--- src/datapathPkg.sv ---
package datapathPkg;

	localparam int wordWidth = 32;
	localparam int regCount = 16;

	// bus and register word
	typedef logic [wordWidth-1:0] wordT;

	// full multiplier product
	typedef logic [2*wordWidth-1:0] dwordT;

	// general register number
	typedef logic [$clog2(regCount)-1:0] regIndexT;

endpackage

--- src/isaPkg.sv ---
package isaPkg;

	localparam int instrWidth = 32;
	localparam int opcodeWidth = 5;
	localparam int regFieldWidth = 4;
	localparam int constWidth = 18;
	// R-format pads below rc, I-format has one spare bit above the constant
	localparam int rUnusedWidth = instrWidth - opcodeWidth - 3 * regFieldWidth;
	localparam int iSpareWidth = instrWidth - opcodeWidth - 2 * regFieldWidth - constWidth;

	// opcode numbering follows the full instruction set, so there are gaps
	typedef enum logic [opcodeWidth-1:0] {
		opAdd  = 5'b00011,
		opSub  = 5'b00100,
		opShr  = 5'b00101,
		opShl  = 5'b00110,
		opRor  = 5'b00111,
		opRol  = 5'b01000,
		opAnd  = 5'b01001,
		opOr   = 5'b01010,
		opAddi = 5'b01011,
		opMul  = 5'b01110,
		opNeg  = 5'b10000,
		opNot  = 5'b10001
	} opcodeT;

	typedef struct packed {
		opcodeT opcode;
		logic [regFieldWidth-1:0] ra;
		logic [regFieldWidth-1:0] rb;
		logic [regFieldWidth-1:0] rc;
		logic [rUnusedWidth-1:0] unused;
	} rFormatT;

	typedef struct packed {
		opcodeT opcode;
		logic [regFieldWidth-1:0] ra;
		logic [regFieldWidth-1:0] rb;
		logic [iSpareWidth-1:0] spare;
		logic [constWidth-1:0] constant;
	} iFormatT;

	// one IR word, read either as three registers or as register plus constant
	typedef union packed {
		rFormatT rFmt;
		iFormatT iFmt;
	} instrWordT;

endpackage

--- src/regSelectIf.sv ---
`timescale 1ns/1ns

interface regSelectIf;

	// which IR field names the register
	logic gra;
	logic grb;
	logic grc;

	// load and drive strobes for the chosen register
	logic rIn;
	logic rOut;

	// base address use, R0 reads as zero
	logic baOut;

	modport ctrl (output gra, grb, grc, rIn, rOut, baOut);

	modport regs (input gra, grb, grc, rIn, rOut, baOut);

endinterface

--- src/regFile.sv ---
`timescale 1ns/1ns

module regFile
	import datapathPkg::*;
	import isaPkg::*;
(
	input logic clock,
	input logic rstN,
	regSelectIf.regs sel,
	input instrWordT irWord,
	input wordT busValue,
	output wordT regWord,
	output wordT cWord
);

	wordT regs [regCount];
	regIndexT regSel;
	logic selValid;
	logic zeroBase;

	// field select, ra wins over rb over rc
	always_comb begin
		regSel = '0;
		if (sel.gra) begin
			regSel = irWord.rFmt.ra;
		end else if (sel.grb) begin
			regSel = irWord.rFmt.rb;
		end else if (sel.grc) begin
			regSel = irWord.rFmt.rc;
		end
	end

	assign selValid = sel.gra | sel.grb | sel.grc;

	always_ff @(posedge clock) begin
		if (!rstN) begin
			for (int i = 0; i < regCount; i++) begin
				regs[i] <= '0;
			end
		end else if (sel.rIn && selValid) begin
			regs[regSel] <= busValue;
		end
	end

	// R0 as base address means no base
	assign zeroBase = sel.baOut && (regSel == '0);

	assign regWord = (sel.rOut && selValid && !zeroBase) ? regs[regSel] : '0;

	// 18-bit constant, sign extended to a full word
	assign cWord = {{(wordWidth - constWidth){irWord.iFmt.constant[constWidth-1]}},
		irWord.iFmt.constant};

	// the decoder can only honour one field at a time
	assert property (@(posedge clock) disable iff (!rstN)
		$onehot0({sel.gra, sel.grb, sel.grc}))
	else
		$error("regFile: more than one register field selected");

endmodule

--- src/flat_wrapper.sv ---
// flat-port wrapper written by rule: the top's interface ports become plain ports
module regFile_flat import datapathPkg::*; import isaPkg::*;
  (clock, rstN, irWord, busValue, regWord, cWord, sel_gra, sel_grb, sel_grc, sel_rIn, sel_rOut, sel_baOut);
  regSelectIf sel_i ();
  input logic clock;
  input logic rstN;
  input instrWordT irWord;
  input wordT busValue;
  output wordT regWord;
  output wordT cWord;
  input wire logic [$bits(sel_i.gra)-1:0] sel_gra;
  input wire logic [$bits(sel_i.grb)-1:0] sel_grb;
  input wire logic [$bits(sel_i.grc)-1:0] sel_grc;
  input wire logic [$bits(sel_i.rIn)-1:0] sel_rIn;
  input wire logic [$bits(sel_i.rOut)-1:0] sel_rOut;
  input wire logic [$bits(sel_i.baOut)-1:0] sel_baOut;
  assign sel_i.gra = sel_gra;
  assign sel_i.grb = sel_grb;
  assign sel_i.grc = sel_grc;
  assign sel_i.rIn = sel_rIn;
  assign sel_i.rOut = sel_rOut;
  assign sel_i.baOut = sel_baOut;
  regFile u_core (.clock(clock), .rstN(rstN), .sel(sel_i), .irWord(irWord), .busValue(busValue), .regWord(regWord), .cWord(cWord));
endmodule
--- config.mk ---
export PLATFORM = sky130hd
export DESIGN_NAME = regFile_flat
export DESIGN_NICKNAME = d
export VERILOG_FILES = /design/src/datapathPkg.sv /design/src/isaPkg.sv /design/src/regSelectIf.sv /design/src/regFile.sv /design/src/flat_wrapper.sv
export SDC_FILE = /design/constraint.sdc
export NUM_CORES = 1
export LEC_CHECK = 0
export ABC_AREA = 1
export BUFFER_PORTS_ARGS = -buffer_cell sky130_fd_sc_hd__buf_2
export CAP_MARGIN = 20
export CORE_MARGIN = 2
export CORE_UTILIZATION = 50
export CTS_BUF_LIST = sky130_fd_sc_hd__clkbuf_16
export DETAILED_ROUTE_END_ITERATION = 12
export GPL_TIMING_DRIVEN = 0
export HOLD_SLACK_MARGIN = 0.1
export PLACE_DENSITY = 0.7
export SETUP_SLACK_MARGIN = 0.5
export SYNTH_ARGS = -nofsm -noshare
export SYNTH_HDL_FRONTEND = slang
export SYNTH_SLANG_ARGS = --single-unit
--- constraint.sdc ---
create_clock -name clock -period 3.2 [get_ports clock]
set_clock_uncertainty 0.15 [all_clocks]
set_input_delay 0.64 -clock clock [delete_from_list [all_inputs] [get_ports clock]]
set_output_delay 0.64 -clock clock [all_outputs]
set_load 0.01 [all_outputs]
Word-level counts from Yosys, hierarchy flattened

Memory sizes are Yosys's and may differ from the RTL's.
Cells that the tools add are included.

Div/mod/pow operators: 0
Reduce and logical (&&, ||, !) cells: 7
Add/sub/neg operators: 0
Multiplexer cells: 11
Multiply operators: 0
Order comparisons: 0
Bitwise gates (word level): 2
Shifts and indexed selects: 0
Eq/ne operators: 0

Operators by type and width:

| kind                | number |
|---|---|
| $mux W32            | 2 |
| $reduce_or A32 Y1   | 1 |
| $mux W4             | 4 |
| $mux W1             | 5 |
| $logic_and A1 B1 Y1 | 4 |
| $logic_not A4 Y1    | 1 |
| $or A1 B1 Y1        | 2 |
| $logic_not A1 Y1    | 1 |

Word-level logic and storage cells: 21
Output and inout bits: 64
ROM bits: 0
Input port bits: 72
Memory bits (writable): 512
Bits in registers: 0
Memories kept: 1
Latch bits: 0

Memory list:

| memory      | depth | bits a word | rd ports | clocked after memory_dff | write ports | line          | text |
|---|---|---|---|---|---|---|---|
| u_core.regs | 16    | 32          | 1        | 0                        | 16          | regFile.sv:16 | `wordT regs [regCount];` |

Logic depth before layout (Yosys ltp)

Gate-level depths: netlist (run 1).

Depth in word-level cells: 8
Gate-level depth with buffers: 14
Depth with buffers taken out: 12

Least setup slack after synthesis (run 1)

No wires, ideal clock.

Path type: input to register
Start point: input port sel_grb
End point: memory u_core.regs[7][0] (netlist bit), enable pin
Data arrival time: 2.570 ns
Slack: 0.091 ns
Data required time: 2.661 ns
Stages: 10
Library setup time: 0.389 ns
Path buffers: 3
Cells stage by stage: inv_2 -> nand3_1 -> nand2_1 -> nand2_2 -> buf_6 -> buf_8 -> nor3_2 -> nand2_1 -> buf_2 -> nand2_1

RTL lines:

| what               | line               | text |
|---|---|---|
| start: declaration | flat_wrapper.sv:12 | `input wire logic [$bits(sel_i.grb)-1:0] sel_grb;` |
| end: declaration   | regFile.sv:16      |  |

Worst setup path in the final report (run 1)

Start point: input port sel_gra
End point: output port regWord[31]

Word-level cells in the longest chain between the ends: 6
Elaborated cells between the ends (all ways): 10
Those cells by class: mux: 2; bitwise: 2; reduce/logical: 5; memory: 1

RTL lines:

| what                                                    | line               | text |
|---|---|---|
| start: declaration                                      | flat_wrapper.sv:11 | `input wire logic [$bits(sel_i.gra)-1:0] sel_gra;` |
| branches (longest 5 deep; another with $mem_v2 Z16 W32) | -                  |  |
| $mux W32 *                                              | regFile.sv:48      | `assign regWord = (sel.rOut && selValid && !zeroBase) ? regs[regSel] : '0;` |
| end: declaration                                        | flat_wrapper.sv:9  | `output wordT regWord;` |

Mark *: on every way between the ends.

==> results of run 1 <==
## per-stage QoR
stage	std cells	hold WS [ns]	TNS [ns]	util
global placement	3689	0.8848	-478.68	0.5397
global route	3863	0.2969	-3.415	0.6421
detailed placement	3689	0.8915	-517.89	0.5397
CTS	3844	0.2659	-0.07362	0.6297
finish	3863	0.2781	-1.532	0.6421
floorplan	2911	0.7662	0	-
## cells in the final DEF (no fill, tap or decap), types with 54 or more instances in the layout
cell and n:
nand2_1 815, inv_1 355, clkbuf_1 56, edfxtp_1 512, nand2_2 119, buf_2 111, buf_4 69, o21ai_1 54
clkbuf_16 63, nor2_1 612
## area by class of cell
class	instances	area [µm²]	area share
multi-input cells	1849	8807	0.2796
clock buffers	53	1326	0.04211
clock inverters	31	151.4	0.004807
inverters	351	1329	0.04219
flip-flops and latches	512	15370	0.4882
repair buffers	189	1838	0.05836
plain buffers	214	1837	0.05832
well taps	664	830.8	0.02638
## cells in the mapped netlist (2+ instances only)
cell type,n
buf_6,8
buf_4,41
buf_2,29
nor3_1,2
edfxtp_1,512
nor3_2,2
clkbuf_1,132
o21ai_1,31
inv_1,348
nand3_1,47
a21oi_1,4
nand2_2,2
nand2_1,972
buf_1,3
nor2_1,674
o21ai_0,95
inv_2,2
## repair_timing
action | 4_1_cts | 5_1_grt
resized for setup | 576 | 126
endpoints found under the hold margin | 0 | 0
pin swaps | 172 | 87
cloned | 25 | 10
endpoints found under the setup margin | 734 | 529
buffers inserted | 46 | 9
## logic make-up after synthesis
logic type,share of synthesized area
buffers and inverters,0.09566
AND/OR/NAND/NOR,0.2605
AO/OA/AOI/OAI,0.02648
flip-flops,0.6174
## layer usage
layer / GRT usage / vias up / routed length (µm)
li1: - / 9516 / -
met2: 0.4959 / 1493 / 37310
met1: 0.4149 / 9979 / 30480
met5: 0 / - / 0
met4: 0.1577 / 0 / 4830
met3: 0.07383 / 295 / 10520
## worst paths after layout
path,start,to,slack (ns),cells after the start
worst max-delay path,sel_gra,regWord[31],-0.18,17
worst min-delay path,busValue[27],u_core.regs[1][27],0.28,3
## power by group through the flow
stage               sequential [mW]  combinational (mW)  clock [mW]
floorplan                      7.99                1.31           0
CTS                            7.89                2.79        5.55
global placement               8.01                2.03           0
global route                   7.93                3.19        5.82
detailed placement             8.03                2.07           0
finish                         7.90                3.03        5.59
==> results.txt, run 1 <==
outcome - finished, violations left
failing checks - setup timing
DRT iter0 DRCs - 2977
peak supply drop - 0.3705 mV
CP arrival - 2.59 ns
setup ws final - -0.1840 ns
Post-synth ARST share - 0
dpl hpwl - 51.52 mm
Longest Clk Path Bufs - 3
worst slack, placed - -1.318 ns
final instance area - 0.03149 mm²
WP buf/inv - 9
Avg Cell Area, Syn - 8.555 µm²
Pwr Total - 16.52 mW
cts hold-fix bufs - 0
measured slew at the worst slew-check pin - 0.9619 ns
number of fill cells - 3808
CP max stage cell - or2_1
# clock sinks - 512
cell area after synthesis - 0.02490 mm²
pwr/cell area - 524.4 mW/mm²
CP endpoint kind - primary output
Top reg by flops - u_core.regs
DR WL/cell - 21.52 µm
initial antenna violation count - 0
part of the power in registers - 0.478
Cell variety after synth - 24
ranking of synthesized cells by area - edfxtp_1, nand2_1, nor2_1, inv_1, clkbuf_1
Final ANT Viol Nets - 0
fmax - 295.5 MHz
Comb power frac - 0.183
register area share after synthesis - 0.6174
Fin. Hold Viols - 0
Post-Syn Instances - 2911
Hold/Removal Path Class - input port to register
Cell Chain, Critical Path - buf_12 -> inv_8 -> or2_1 -> buf_6 -> nand2_8 -> buf_12 -> buf_12 -> buf_16 -> buf_8 -> buf_4 -> nor2_2 -> o21ai_1 -> nand2_1 -> nand2_1 -> nand2_2 -> nor2_4 -> buf_6
Top-Level Pins - 136
Main synth FF type - edfxtp_1
clk slew on worst S/H paths - 0.06 ns
count of state elements after synthesis - 512
post-synth top area cell - edfxtp_1
die area - 0.05161 mm²
cell mode on critical path - buf_12
TritonCTS buffer count - 51
Post-Route WL - 83.14 mm
P_leak - 14.50 nW
Starting Density - 0.5077
crit path time final - 3.384 ns
Switch Pwr - 4.613 mW
vias in the first global route - 19890
Slew Viols, Final - 0
CP Launch Type - input port
port bufs - 114
biggest regs - u_core.regs: 512 flops
Slowest Stage Delay on Critical Path - 0.22 ns
Worst path top cell family by delay - buffers and inverters
layout cell share with drive strength beyond 1 - 0.2276
RD Place Congestion - 1.001
global-route wire length before repair - 118.8 mm
Vias per Instance - 5.509
largest net degree at the start of global routing - 33
Tot GR Track Use - 0.3163
diodes inserted - 0
period utilisation layout - 1.057
Post-Syn Nets - 2983
Slew headroom - 0.3588
Sw Share - 0.2793
Via Count - 21280
post-synth top area share - 0.6174
die width - 227.2 µm
Area growth syn-to-layout - 26.47%
warnings from Yosys - 0
CTS tree - built
clk root buf - clkbuf_16
DR pass1 iterations - 7
core area - 0.04905 mm²
H-tree levels - 2
RSZ-0062 raised after global routing - yes
drt drc - 0
Post-synth EDFFs - 512
clock share of power - 0.338
Crit Path Class - input port to primary output
standard-cell rows - 81
Crit Path Max Fanout - 8
WP data required - 2.41 ns
Largest register FFs - 512
grt total ovfl - 0
Final Setup Violations - 27
die height - 227.2 µm
internal power - 11.90 mW
max_cap viols - 0
Post-DP Area - 0.02647 mm²
final net count - 3240
No activity file was read; power rests on OpenSTA's default activity.
==> inputs of run 2 (changes only) <==
SKIP_CTS_REPAIR_TIMING = 1   (was default)
==> run 2 against run 1 <==
The flow still finishes with violations (setup timing). Sequential share of layout area grew 2.5 points. Sequential cell count is the same. Wire length shrank 6.3%. Sequential power is essentially flat. Design area shrank 4.9%. Utilization shrank 3.1 points. Setup slack gained 0.054 ns. Critical path depth shrank 2. Global-route usage shrank 2.8 points. Largest power group unchanged.
==> results.txt, run 2 (synthesis gave the netlist of run 1 again) <==
CP Launch Type - input port
CTS tree - built
Area growth syn-to-layout - 20.32%
most common cell after layout, fill and taps aside - nand2_1
Top reg by flops - u_core.regs
H-tree levels - 2
Final Setup Violations - 26
number of fill cells - 4092
outcome - finished, violations left
worst min-delay path startpoint - busValue[27]
worst slack, placed - -1.318 ns
setup ws final - -0.1303 ns
diodes inserted - 0
WP data required - 2.41 ns
Setup TNS Final - -0.9900 ns
failing checks - setup timing
DR WL/cell - 20.44 µm
die width - 227.2 µm
period utilisation layout - 1.041
Crit Path Max Fanout - 7
Starting Density - 0.5077
P_leak - 13.86 nW
layout cell share with drive strength beyond 1 - 0.1745
global-route wire length before repair - 108.8 mm
DR pass1 iterations - 6
DRT iter0 DRCs - 2810
fmax - 300.3 MHz
Hold/Removal Path Class - input port to register
Crit Path Class - input port to primary output
initial antenna violation count - 0
standard-cell rows - 81
clk root buf - clkbuf_16
Hold Path Stages - 3
Post-Route WL - 77.88 mm
pwr/cell area - 537.4 mW/mm²
measured slew at the worst slew-check pin - 0.9251 ns
CP arrival - 2.54 ns
Slowest Stage Delay on Critical Path - 0.21 ns
max_cap viols - 0
largest net degree at the start of global routing - 33
RSZ-0062 raised after global routing - yes
end of the worst hold path - u_core.regs[14][27]
Fin. Hold Viols - 0
vias in the first global route - 18580
# clock sinks - 512
grt total ovfl - 0
die height - 227.2 µm
dpl hpwl - 51.52 mm
biggest regs - u_core.regs: 512 flops
Via Count - 20490
CP max stage cell - or2_1
Slew headroom - 0.3833
CP endpoint kind - primary output
final instance area - 0.02996 mm²
die area - 0.05161 mm²
clk slew on worst S/H paths - 0.06 ns
drt drc - 0
crit path time final - 3.330 ns
Cell Chain, Critical Path - buf_12 -> clkinv_8 -> or2_1 -> buf_6 -> nand2_8 -> buf_12 -> clkbuf_16 -> buf_12 -> nor2_1 -> o21ai_1 -> nand2_1 -> nand2_1 -> nand2_1 -> nor2_4 -> buf_6
Register Area - 0.01537 mm²
Longest Clk Path Bufs - 3
Largest register FFs - 512
area of the multi-input gates - 0.008046 mm²
Post-DP Area - 0.02647 mm²
Vias per Instance - 5.378
final net count - 3187
port bufs - 114
peak supply drop - 0.3780 mV
Final ANT Viol Nets - 0
Tot GR Track Use - 0.2887
Slew Viols, Final - 0
Top-Level Pins - 136
commonest cells after routing, fill and taps aside - nand2_1, nor2_1, edfxtp_1, inv_1, buf_2
core area - 0.04905 mm²
TritonCTS buffer count - 51
RD Place Congestion - 1.001
-- run 2: how the worst max path moves through the flow --
stage	startpoint	end	slack (ns)
floorplan	sel_gra	u_core.regs[11][0]	0.44
detailed placement	sel_grb	u_core.regs[1][19]	-1.32
finish	sel_gra	regWord[4]	-0.13
global placement	sel_grb	u_core.regs[1][15]	-1.20
CTS	irWord[17]	regWord[26]	-0.91
global route	sel_gra	regWord[4]	-0.26
-- run 2: per-layer routing --
metal  up-vias  wire (µm)  global-route usage
met5         -          0                   0
met3       226       8714             0.05279
met4         0       3982              0.1316
li1       9375          -                   -
met2      1260      35410              0.4580
met1      9628      29780              0.3890
-- run 2: cell type report --
cell class,instances,share of cell area
Tap cell,664,0.02773
Sequential cell,512,0.5131
Inverter,351,0.04460
Clock inverter,31,0.005053
Multi-Input combinational cell,1836,0.2686
Timing Repair Buffer,149,0.04234
Buffer,214,0.05433
Clock buffer,53,0.04426
-- run 2: critical path, delay by kind of cell --
kind	cells	cell delay, ns
buffers and inverters	7	0.91
AOI/OAI and AO/OA	1	0.18
and+or+nand+nor	7	0.80
-- run 2: power by group --
part	internal [mW]	switching, mW
Clock	3.03	2.53
Sequential	7.78	0.112
Combinational	0.886	1.76
Total	11.7	4.40
-- run 2: stage by stage --
step | hold WS [ns] | power, mW | cells | util
after global routing | 0.2892 | 16.55 | 3810 | 0.6108
after CTS | 0.2659 | 15.53 | 3773 | 0.5698
after floorplan | 0.7662 | 9.303 | 2911 | -
final | 0.2853 | 16.10 | 3810 | 0.6108
after detailed placement | 0.8915 | 10.10 | 3689 | 0.5397
after global placement | 0.8848 | 10.04 | 3689 | 0.5397
