==> config.mk <==
export PLATFORM = sky130hd
export DESIGN_NAME = portRegs
export DESIGN_NICKNAME = d
export VERILOG_FILES = /design/src/datapathPkg.sv /design/src/portRegs.sv
export SDC_FILE = /design/constraint.sdc
export NUM_CORES = 1
export LEC_CHECK = 0
export CORE_ASPECT_RATIO = 0.75
export CORE_MARGIN = 3
export CORE_UTILIZATION = 58
export DETAILED_ROUTE_END_ITERATION = 7
export DONT_BUFFER_PORTS = 1
export PLACE_DENSITY = 0.74
export SKIP_CTS_REPAIR_TIMING = 1
export SLEW_MARGIN = 20
export SYNTH_ARGS = -nofsm -noshare
export SYNTH_HDL_FRONTEND = slang
export SYNTH_SLANG_ARGS = --single-unit
==> constraint.sdc <==
create_clock -name clock -period 1.05 [get_ports clock]
set_clock_uncertainty 0.1 [all_clocks]
set_input_delay 0.0525 -clock clock [delete_from_list [all_inputs] [get_ports clock]]
set_output_delay 0.0525 -clock clock [all_outputs]
set_load 0.02 [all_outputs]
==> src/datapathPkg.sv <==
package datapathPkg;

	localparam int wordWidth = 32;
	localparam int regCount = 16;

	// bus and register word
	typedef logic [wordWidth-1:0] wordT;

	// full multiplier product
	typedef logic [2*wordWidth-1:0] dwordT;

	// general register number
	typedef logic [$clog2(regCount)-1:0] regIndexT;

endpackage

==> src/portRegs.sv <==
`timescale 1ns/1ns

module portRegs
	import datapathPkg::*;
(
	input logic clock,
	input logic rstN,
	input wordT busValue,
	input wordT memDataIn,
	input wordT inPortData,
	input logic mdrIn,
	input logic mdRead,
	input logic strobe,
	input logic outPortIn,
	output wordT mdrWord,
	output wordT inPortWord,
	output wordT outPortData
);

	wordT mdrNext;

	// memory read takes priority over the bus
	assign mdrNext = mdRead ? memDataIn : busValue;

	always_ff @(posedge clock) begin
		if (!rstN) begin
			mdrWord <= '0;
			inPortWord <= '0;
			outPortData <= '0;
		end else begin
			if (mdrIn) begin
				mdrWord <= mdrNext;
			end
			// external device presents data with strobe
			if (strobe) begin
				inPortWord <= inPortData;
			end
			if (outPortIn) begin
				outPortData <= busValue;
			end
		end
	end

endmodule

; Word level (Yosys, flattened, before mapping)
; Cells that the tools add are included.
[totals]
reg_bits = 96
out_inout_bits = 96
elab_cells = 4
[op_classes]
muxes = 1
[ops]
columns = cell, n
row1 = $mux W32, 1

; Logic depth before layout (Yosys ltp)
; Gate-level depths: netlist of the first run.
[depth]
ltp_word = 1
mapped_depth = 4
mapped_depth_nobuf = 2

; Worst setup path before layout of the first run
; Ideal clock, no wire load.
[synth_timing]
path_type = register -> register
startpoint = register mdrWord[31] (netlist name)
endpoint = register mdrWord[31]
setup_time_ps = 70
t_arrival_ps = 622
required_ps = 880
slack_ps = 258
stages_incl_launch_ff = 3
period_less_slack_ps = 792
cell_sequence = dfxtp_1 > o21ai_0 > a21oi_1
[synth_rtl]
columns = item, line_no
row1 = end signal: assignment, portRegs.sv:32  ; mdrWord <= mdrNext;
row2 = end: declaration, portRegs.sv:15  ; output wordT mdrWord,

; Final worst setup path of the first run
[layout_timing]
startpoint = register outPortData[27]
endpoint = output port outPortData[27]
[layout_rtl]
columns = item, line_no
row1 = start: declaration, portRegs.sv:17  ; output wordT outPortData
row2 = start signal: assignment, portRegs.sv:39  ; outPortData <= busValue;
; No word-level cell between the ends.

==> results of run 1 <==
-- through the flow --
| step | instance area [um2] | instances | total power, mW | hold slack, ps |
|---|---|---|---|---|
| 3_5_place_dp | 4430 | 497 | 5.19 | 51.0 |
| 5_1_grt | 4630 | 513 | 7.80 | -338 |
| 4_1_cts | 4620 | 513 | 7.55 | -333 |
| 2_1_floorplan | 3860 | 349 | 4.95 | 122 |
| 3_3_place_gp | 4430 | 497 | 5.15 | 47.2 |
| 6_report | 4630 | 513 | 7.47 | -309 |
-- sequential cells by signal (all words and copies together) (netlist names) --
name,count
mdrWord,32
inPortWord,32
outPortData,32
-- routing by layer --
| layer | part of all wire [%] | wire length (um) | vias to the layer above | GRT usage, % |
|---|---|---|---|---|
| li1 | - | - | 1349 | - |
| met1 | 40 | 3480 | 1234 | 26.1 |
| met2 | 47 | 4100 | 130 | 37.5 |
| met3 | 11 | 921 | 13 | 9.73 |
| met4 | 1.9 | 169 | 0 | 7.67 |
| met5 | 0 | 0 | - | 0 |
-- cell usage in the layout, fill, tap and decap left out, drive strengths merged --
master     n
o21ai     32
a21oi     32
buf       96
clkinv     1
mux2i     96
nor2b     64
dfxtp     96
clkbuf    12
bufinv     1
clkinvlp   2
-- worst paths after layout --
check	slack, ps	cells past startpoint	end
hold / removal	-310	1	mdrWord[14]
setup reg to reg	290	2	mdrWord[27]
hold reg to reg	410	2	outPortData[7]
setup / recovery	50	1	outPortData[27]
-- layout make-up --
class	count	area, um2
clock buffers	12	145
clock inverters	4	53.8
fillers	493	1750
multi-input cells	224	1680
flip-flops and latches	96	1930
well taps	81	101
repair buffers	96	721
-- Yosys cell counts (all sizes together) --
cell and count:
buf 25, o21ai 32, a21oi 32, nor2b 64, dfxtp 96, mux2i 96
clkbuf 4
-- kinds of logic (layout without fill, tap and decap cells) --
family	after synthesis	in the layout	share of synthesized area, %
muxes	96	96	24.9
DFF	96	96	49.8
AOI/OAI and AO/OA	64	64	8.29
and+or+nand+nor	64	64	10.4
buffers and inverters	29	112	6.71
-- power by group --
part | total (mW) | switching, mW | internal (mW)
logic | 1.10 | 0.535 | 0.562
clock network | 2.37 | 1.20 | 1.17
registers | 4.00 | 0.117 | 3.88
total | 7.47 | 1.85 | 5.61
==> flow_summary_export.csv, run 1 <==
group,metric,value,unit
cts,clockBufferDepth,2,
detailed_routing,vias,2726,
logic_synthesis,synth_cells,349,
detailed_routing,wl_per_cell,16.9,um
setup_path,cp.arrival,850,ps
setup_path,startpoint_type,"flip-flop",
cts,cts_root_buf,"clkbuf_8",
logic_synthesis,yosysWarnings,0,
final_layout,final_core_util,72.6,%
timing,worst_pin_slew,161,ps
timing,fin_hold_ws,-309,ps
pwr,p_leak,2.16,nW
die,row_count,25,
status,failed_checks,"negative hold slack",
setup_path,criticalPathCategory,"reg -> out",
worst_hold_path,min_from,"mdrIn",
timing,max_freq,1000,MHz
logic_synthesis,synth.largest_area_cell,"dfxtp_1",
setup_path,endpoint_kind,"primary output",
die,die_area,0.00768,mm2
setup_path,crit_family,"flip-flops",
worst_hold_path,min-delay-path-class,"in -> reg",
die,coreArea,0.00638,mm2
global_routing,grt_max_degree,97,
placement,dp_hpwl,6270,um
cts,cts.sinks,96,
final_layout,antenna_cells,0,
final_layout,layout-drive-gt1-share,27.3,%
timing,tns,0,ps
placement,portBuffers,0,
pwr,power_density,1610,mW/mm2
logic_synthesis,yosysUniqueCellTypes,11,
final_layout,num-nets-final,529,
timing,setup_ws,52.5,ps
global_routing,grtUsageTotal,22.6,%
global_routing,grt_pass1_vias,2829,
placement,gp_congestion,0.805,
timing,relSlewSlack,88.9,%
setup_path,crit_chain,"buf_4",
setup_path,crit_buf_inv,1,
pwr,peakVddDrop,1080,uV
detailed_routing,drt-initial-drc-count,72,
logic_synthesis,synth_seq_area_share,49.8,%
cts,clk_latency,340,ps
detailed_routing,antenna_left,0,
die,dieWidth,100,um
run,cap_violations,0,
setup_path,cp_slowest_stage_delay,350,ps
global_routing,antenna_found_initial,0,
setup_path,cp.required,900,ps
detailed_routing,first_pass_iters,4,
logic_synthesis,syn-cell-area,0.00386,mm2
final_layout,area_delta_synth_final,20.0,%
detailed_routing,wirelength,8670,um
timing,min_period,998,ps
setup_path,crit_fanout,2,
timing,hold_viol,96,
setup_path,rr_startpoint,"mdrWord[27]",
placement,dp_slack,305,ps
status,status,"finished, violations left",
timing,drv_slew,0,
timing,period_share,95.0,%
timing,rsz0062_at_grt,"false",
logic_synthesis,synth_area_per_cell,11.1,um2
setup_path,crit_start,"outPortData[27]",
die,initial_core_util,60.5,%
logic_synthesis,synth.top_cell.area_share,49.8,%
cts,cts_tree,"built",
cts,cts_buffers,9,
detailed_routing,drc,0,
detailed_routing,vias_per_cell,5.31,
cts,htreeDepth,3,
global_routing,grt_pass1_wl,14000,um
global_routing,grt.overflow.total,0,
logic_synthesis,synthesis.nets,451,
die,die_y,76.7,um
logic_synthesis,synth_area_leaders,"dfxtp_1 50%, mux2i_1 25%, nor2b_1 10%",
setup_path,cp_slowest_cell,"dfxtp_1",
die,ioPinCount,198,
cts,clkTransAtPathRegs,90,ps
logic_synthesis,synth_seq_cells,96,
timing,setup_viol,0,
Power figures use the tool's default switching activity.
==> run 2: changes to the inputs <==
--- a/config.mk
+++ b/config.mk
@@ -5,12 +5,14 @@
 export SDC_FILE = /design/constraint.sdc
 export NUM_CORES = 1
 export LEC_CHECK = 0
+export ABC_CLOCK_PERIOD_IN_PS = 1050
 export CORE_ASPECT_RATIO = 0.75
 export CORE_MARGIN = 3
 export CORE_UTILIZATION = 58
 export DETAILED_ROUTE_END_ITERATION = 7
 export DONT_BUFFER_PORTS = 1
 export PLACE_DENSITY = 0.74
+export REMOVE_ABC_BUFFERS = 1
 export SKIP_CTS_REPAIR_TIMING = 1
 export SLEW_MARGIN = 20
 export SYNTH_ARGS = -nofsm -noshare
==> run 2 against run 1 <==
Against the previous run: the run still ends with negative hold slack left; global-route usage grew 0.29 points; hold slack better by 2.2 ps; maximum frequency fell by 0.50%; register-to-register slack hardly changed; clock power decreased by 10%; critical path depth is the same; core utilization down 0.43 points; first-iteration DRC count is 8.3% higher; highest routed layer unchanged.
==> flow_summary_export.csv, run 2 (synthesis gave the netlist of run 1 again) <==
group,metric,value,unit
status,status,"finished, violations left",
status,failed_checks,"negative hold slack",
die,coreArea,0.00638,mm2
die,die_y,76.7,um
timing,min_period,1000,ps
timing,period_share,95.5,%
setup_path,endpoint,"outPortData[19]",
setup_path,crit_family,"flip-flops",
detailed_routing,drt-initial-drc-count,78,
worst_hold_path,min-delay-path-class,"in -> reg",
global_routing,grt_pass1_vias,2833,
cts,clockBufferDepth,2,
setup_path,startpoint_type,"flip-flop",
final_layout,fillers,485,
timing,drv_slew,0,
cts,clk_latency,340,ps
pwr,power_density,1570,mW/mm2
timing,worst_pin_slew,167,ps
cts,clkTransAtPathRegs,90,ps
timing,setup_viol,0,
detailed_routing,antenna_left,0,
detailed_routing,vias,2724,
timing,tns,0,ps
die,die_area,0.00768,mm2
detailed_routing,wl_per_cell,17.4,um
global_routing,grt.overflow.total,0,
die,ioPinCount,198,
setup_path,reg2reg_to,"mdrWord[18]",
setup_path,crit_start,"outPortData[19]",
die,initial_core_util,60.5,%
timing,setup_ws,47.4,ps
final_layout,area_delta_synth_final,19.3,%
cts,cts_tree,"built",
final_layout,num-nets-final,529,
timing,max_freq,997,MHz
setup_path,r2r_slack,280,ps
setup_path,crit_fanout,2,
pwr,power,7.23,mW
placement,dp_hpwl,6400,um
setup_path,cp.arrival,850,ps
run,cap_violations,0,
pwr,peakVddDrop,1070,uV
setup_path,crit_buf_inv,1,
timing,hold_viol,96,
cts,cts.sinks,96,
setup_path,cp_slowest_stage_delay,360,ps
final_layout,final_cell_mix,"96 x mux2i_1, 96 x buf_4, 89 x dfxtp_1",
placement,dp_slack,294,ps
setup_path,cp.required,900,ps
placement,portBuffers,0,
final_layout,reg_top3,"inPortWord x32, mdrWord x32, outPortData x32",
setup_path,cp_slowest_cell,"dfxtp_1",
die,row_count,25,
global_routing,grtUsageTotal,22.9,%
cts,cts_buffers,9,
setup_path,endpoint_kind,"primary output",
final_layout,antenna_cells,0,
die,dieWidth,100,um
detailed_routing,first_pass_iters,4,
detailed_routing,wirelength,8950,um
placement,gp_congestion,0.727,
cts,htreeDepth,3,
detailed_routing,vias_per_cell,5.31,
detailed_routing,drc,0,
cts,cts_root_buf,"clkbuf_8",
final_layout,layout-drive-gt1-share,27.3,%
timing,fin_hold_ws,-307,ps
setup_path,worst-path-stages,1,
timing,rsz0062_at_grt,"false",
timing,relSlewSlack,88.5,%
global_routing,grt_pass1_wl,14100,um
setup_path,rr_startpoint,"mdrWord[18]",
setup_path,criticalPathCategory,"reg -> out",
global_routing,antenna_found_initial,0,
pwr,p_leak,2.15,nW
global_routing,grt_max_degree,97,
setup_path,worst_r2r_path_depth,2,
setup_path,crit_chain,"buf_4",
run 2: report_power, final:
part | leakage [nW] | switching [mW] | internal, mW
combinational | 1.27 | 0.537 | 0.562
clock | 0.0895 | 1.20 | 0.924
sequential | 0.797 | 0.121 | 3.88
run 2: per-stage QoR:
stage | hold WS [ps] | util, % | cell area (um2) | instances
floorplan | 41.9 | - | 3600 | 320
global placement | 49.9 | 69.4 | 4430 | 497
detailed placement | 51.6 | 69.4 | 4430 | 497
CTS | -322 | 72.1 | 4600 | 513
global route | -342 | 72.2 | 4610 | 513
finish | -307 | 72.2 | 4610 | 513
run 2: cell type report:
class / instances / area, um2 / area share, %
sequential: 96 / 1930 / 41.9
multi-input combinational: 224 / 1680 / 36.5
tap: 81 / 101 / 2.20
timing repair buffer: 96 / 721 / 15.6
clock inverter: 5 / 31.3 / 0.679
clock buffer: 11 / 141 / 3.07
run 2: layer usage:
| metal | vias to the layer above | global-route usage (%) | share of wire [%] |
|---|---|---|---|
| li1 | 1358 | - | - |
| met1 | 1234 | 26.3 | 39 |
| met2 | 120 | 40.2 | 51 |
| met3 | 12 | 8.00 | 8.5 |
| met4 | 0 | 6.46 | 1.3 |
| met5 | - | 0 | 0 |
run 2: worst min-delay path by stage:
stage                from          end  slack, ps  cells after the start
CTS                 mdrIn   mdrWord[7]       -320                      1
detailed placement  mdrIn  mdrWord[29]         50                      1
floorplan           mdrIn   mdrWord[0]         40                      1
global route        mdrIn   mdrWord[7]       -340                      1
global placement    mdrIn   mdrWord[2]         50                      1
finish              mdrIn   mdrWord[7]       -310                      1
==> run 3: changes to the inputs <==
--- a/config.mk
+++ b/config.mk
@@ -8,11 +8,10 @@
 export ABC_CLOCK_PERIOD_IN_PS = 1050
 export CORE_ASPECT_RATIO = 0.75
 export CORE_MARGIN = 3
-export CORE_UTILIZATION = 58
+export CORE_UTILIZATION = 54
 export DETAILED_ROUTE_END_ITERATION = 7
 export DONT_BUFFER_PORTS = 1
-export PLACE_DENSITY = 0.74
-export REMOVE_ABC_BUFFERS = 1
+export PLACE_DENSITY = 0.69
 export SKIP_CTS_REPAIR_TIMING = 1
 export SLEW_MARGIN = 20
 export SYNTH_ARGS = -nofsm -noshare
==> run 3 against run 2 <==
Against the previous run: the flow still finishes with violations (negative hold slack); register-to-register slack is essentially flat; largest cell class unchanged; setup slack lost 5.9 ps; sequential power is essentially flat; design area grew 1.1%; non-clock buffer count is the same; flip-flop and latch count is the same; global-route usage shrank 2.5 points; first-iteration DRC count grew 42%; maximum frequency shrank 0.58%; clock power grew 14%; critical path depth is the same.
==> flow_summary_export.csv, run 3 (synthesis gave the netlist of run 1 again) <==
group,metric,value,unit
run,cap_violations,0,
pwr,p_leak,2.16,nW
timing,hold_viol,96,
setup_path,crit_chain,"buf_4",
setup_path,cp_slowest_cell,"dfxtp_1",
final_layout,final_cell_mix,"96 x mux2i_1, 96 x buf_4, 93 x dfxtp_1",
global_routing,grt_pass1_vias,2630,
setup_path,crit_buf_inv,1,
final_layout,fillers,557,
cts,clockBufferDepth,2,
setup_path,cp_slowest_stage_delay,350,ps
status,status,"finished, violations left",
setup_path,cp.arrival,860,ps
global_routing,antenna_found_initial,0,
placement,gp_congestion,0.741,
timing,relSlewSlack,88.7,%
pwr,pwr-share-clk,32.4,%
cts,clk_latency,350,ps
pwr,power_density,1610,mW/mm2
die,coreArea,0.00686,mm2
pwr,internal_power,5.66,mW
detailed_routing,drc,0,
pwr,switching_share,24.7,%
cts,cts.sinks,96,
setup_path,crit_family,"flip-flops",
final_layout,fin_cells,529,
setup_path,criticalPathCategory,"reg -> out",
timing,tns,0,ps
global_routing,grt_pass1_wl,13400,um
timing,min_period,1010,ps
detailed_routing,wirelength,8460,um
detailed_routing,first_pass_iters,4,
detailed_routing,vias_per_cell,5.08,
cts,htreeDepth,3,
final_layout,antenna_cells,0,
final_layout,reg_top3,"inPortWord x32, mdrWord x32, outPortData x32",
die,die_area,0.00821,mm2
die,ioPinCount,198,
final_layout,layout-drive-gt1-share,26.5,%
die,dieWidth,104,um
worst_hold_path,min-delay-path-class,"in -> reg",
setup_path,startpoint_type,"flip-flop",
global_routing,grt_max_degree,97,
setup_path,crit_fanout,2,
timing,max_freq,992,MHz
detailed_routing,drt-initial-drc-count,111,
die,die_y,79.2,um
pwr,peakVddDrop,1190,uV
setup_path,endpoint_kind,"primary output",
final_layout,area_delta_synth_final,20.5,%
pwr,p_comb_share,14.5,%
detailed_routing,antenna_left,0,
timing,period_share,96.0,%
cts,cts_tree,"built",
cts,cts_root_buf,"clkbuf_8",
detailed_routing,wl_per_cell,16.0,um
timing,worst_pin_slew,164,ps
detailed_routing,vias,2688,
placement,dp_cells,514,
die,initial_core_util,56.3,%
placement,dp_hpwl,5980,um
timing,setup_viol,0,
final_layout,num-nets-final,529,
placement,portBuffers,0,
status,failed_checks,"negative hold slack",
cts,cts_buffers,9,
global_routing,grtUsageTotal,20.5,%
timing,fin_hold_ws,-311,ps
timing,drv_slew,0,
pwr,p_seq_share,53.1,%
die,row_count,26,
cts,clkTransAtPathRegs,90,ps
global_routing,grt.overflow.total,0,
timing,rsz0062_at_grt,"false",
setup_path,cp.required,900,ps
pwr,p_switching,1.85,mW
[run 3: changes by cell type in the layout (fill, tap and decap cells not counted), sizes merged]
cell | before | now
clkinv | 3 | 1
bufinv | 0 | 1
clkinvlp | 1 | 2
inv | 1 | 0
[run 3: final timing paths]
path              cells past startpoint       startpoint  slack, ps         endpoint
hold reg to reg                       2  outPortData[31]        420  outPortData[31]
setup / recovery                      1  outPortData[25]         40  outPortData[25]
setup reg to reg                      2       mdrWord[5]        290       mdrWord[5]
hold / removal                        1            mdrIn       -310       mdrWord[8]
[run 3: final cells by class]
| type | count | area [um2] | share of cell area (%) |
|---|---|---|---|
| clock buffers | 11 | 151 | 3.25 |
| clock inverters | 4 | 53.8 | 1.16 |
| multi-input cells | 224 | 1680 | 36.1 |
| flip-flops and latches | 96 | 1930 | 41.4 |
| well taps | 98 | 123 | 2.63 |
| repair buffers | 96 | 721 | 15.5 |
[run 3: power by group through the flow]
stage                     sequential [mW]  clock [mW]  combinational [mW]
after floorplan                      4.36           0               0.594
after global placement               4.06           0                1.09
after detailed placement             4.07           0                1.11
after CTS                            3.99        2.51                1.11
after global routing                 4.02        2.66                1.18
final                                3.99        2.43                1.09
[run 3: through the flow]
stage	worst slack, ps	utilization [%]	cell area, um2	total power [mW]	hold slack, ps
6_report	41.6	67.8	4660	7.51	-311
3_3_place_gp	335	64.8	4450	5.15	47.5
5_1_grt	0.562	67.8	4660	7.86	-340
2_1_floorplan	258	-	3860	4.95	122
3_5_place_dp	294	64.8	4450	5.18	49.4
4_1_cts	25.7	67.8	4650	7.60	-336
[run 3: layer usage]
| metal | routed length (um) | GRT usage (%) | vias to the layer above |
|---|---|---|---|
| met5 | 0 | 0 | - |
| met4 | 104 | 6.11 | 0 |
| met3 | 820 | 9.34 | 11 |
| met2 | 3970 | 32.6 | 112 |
| met1 | 3570 | 25.0 | 1207 |
| li1 | - | - | 1358 |
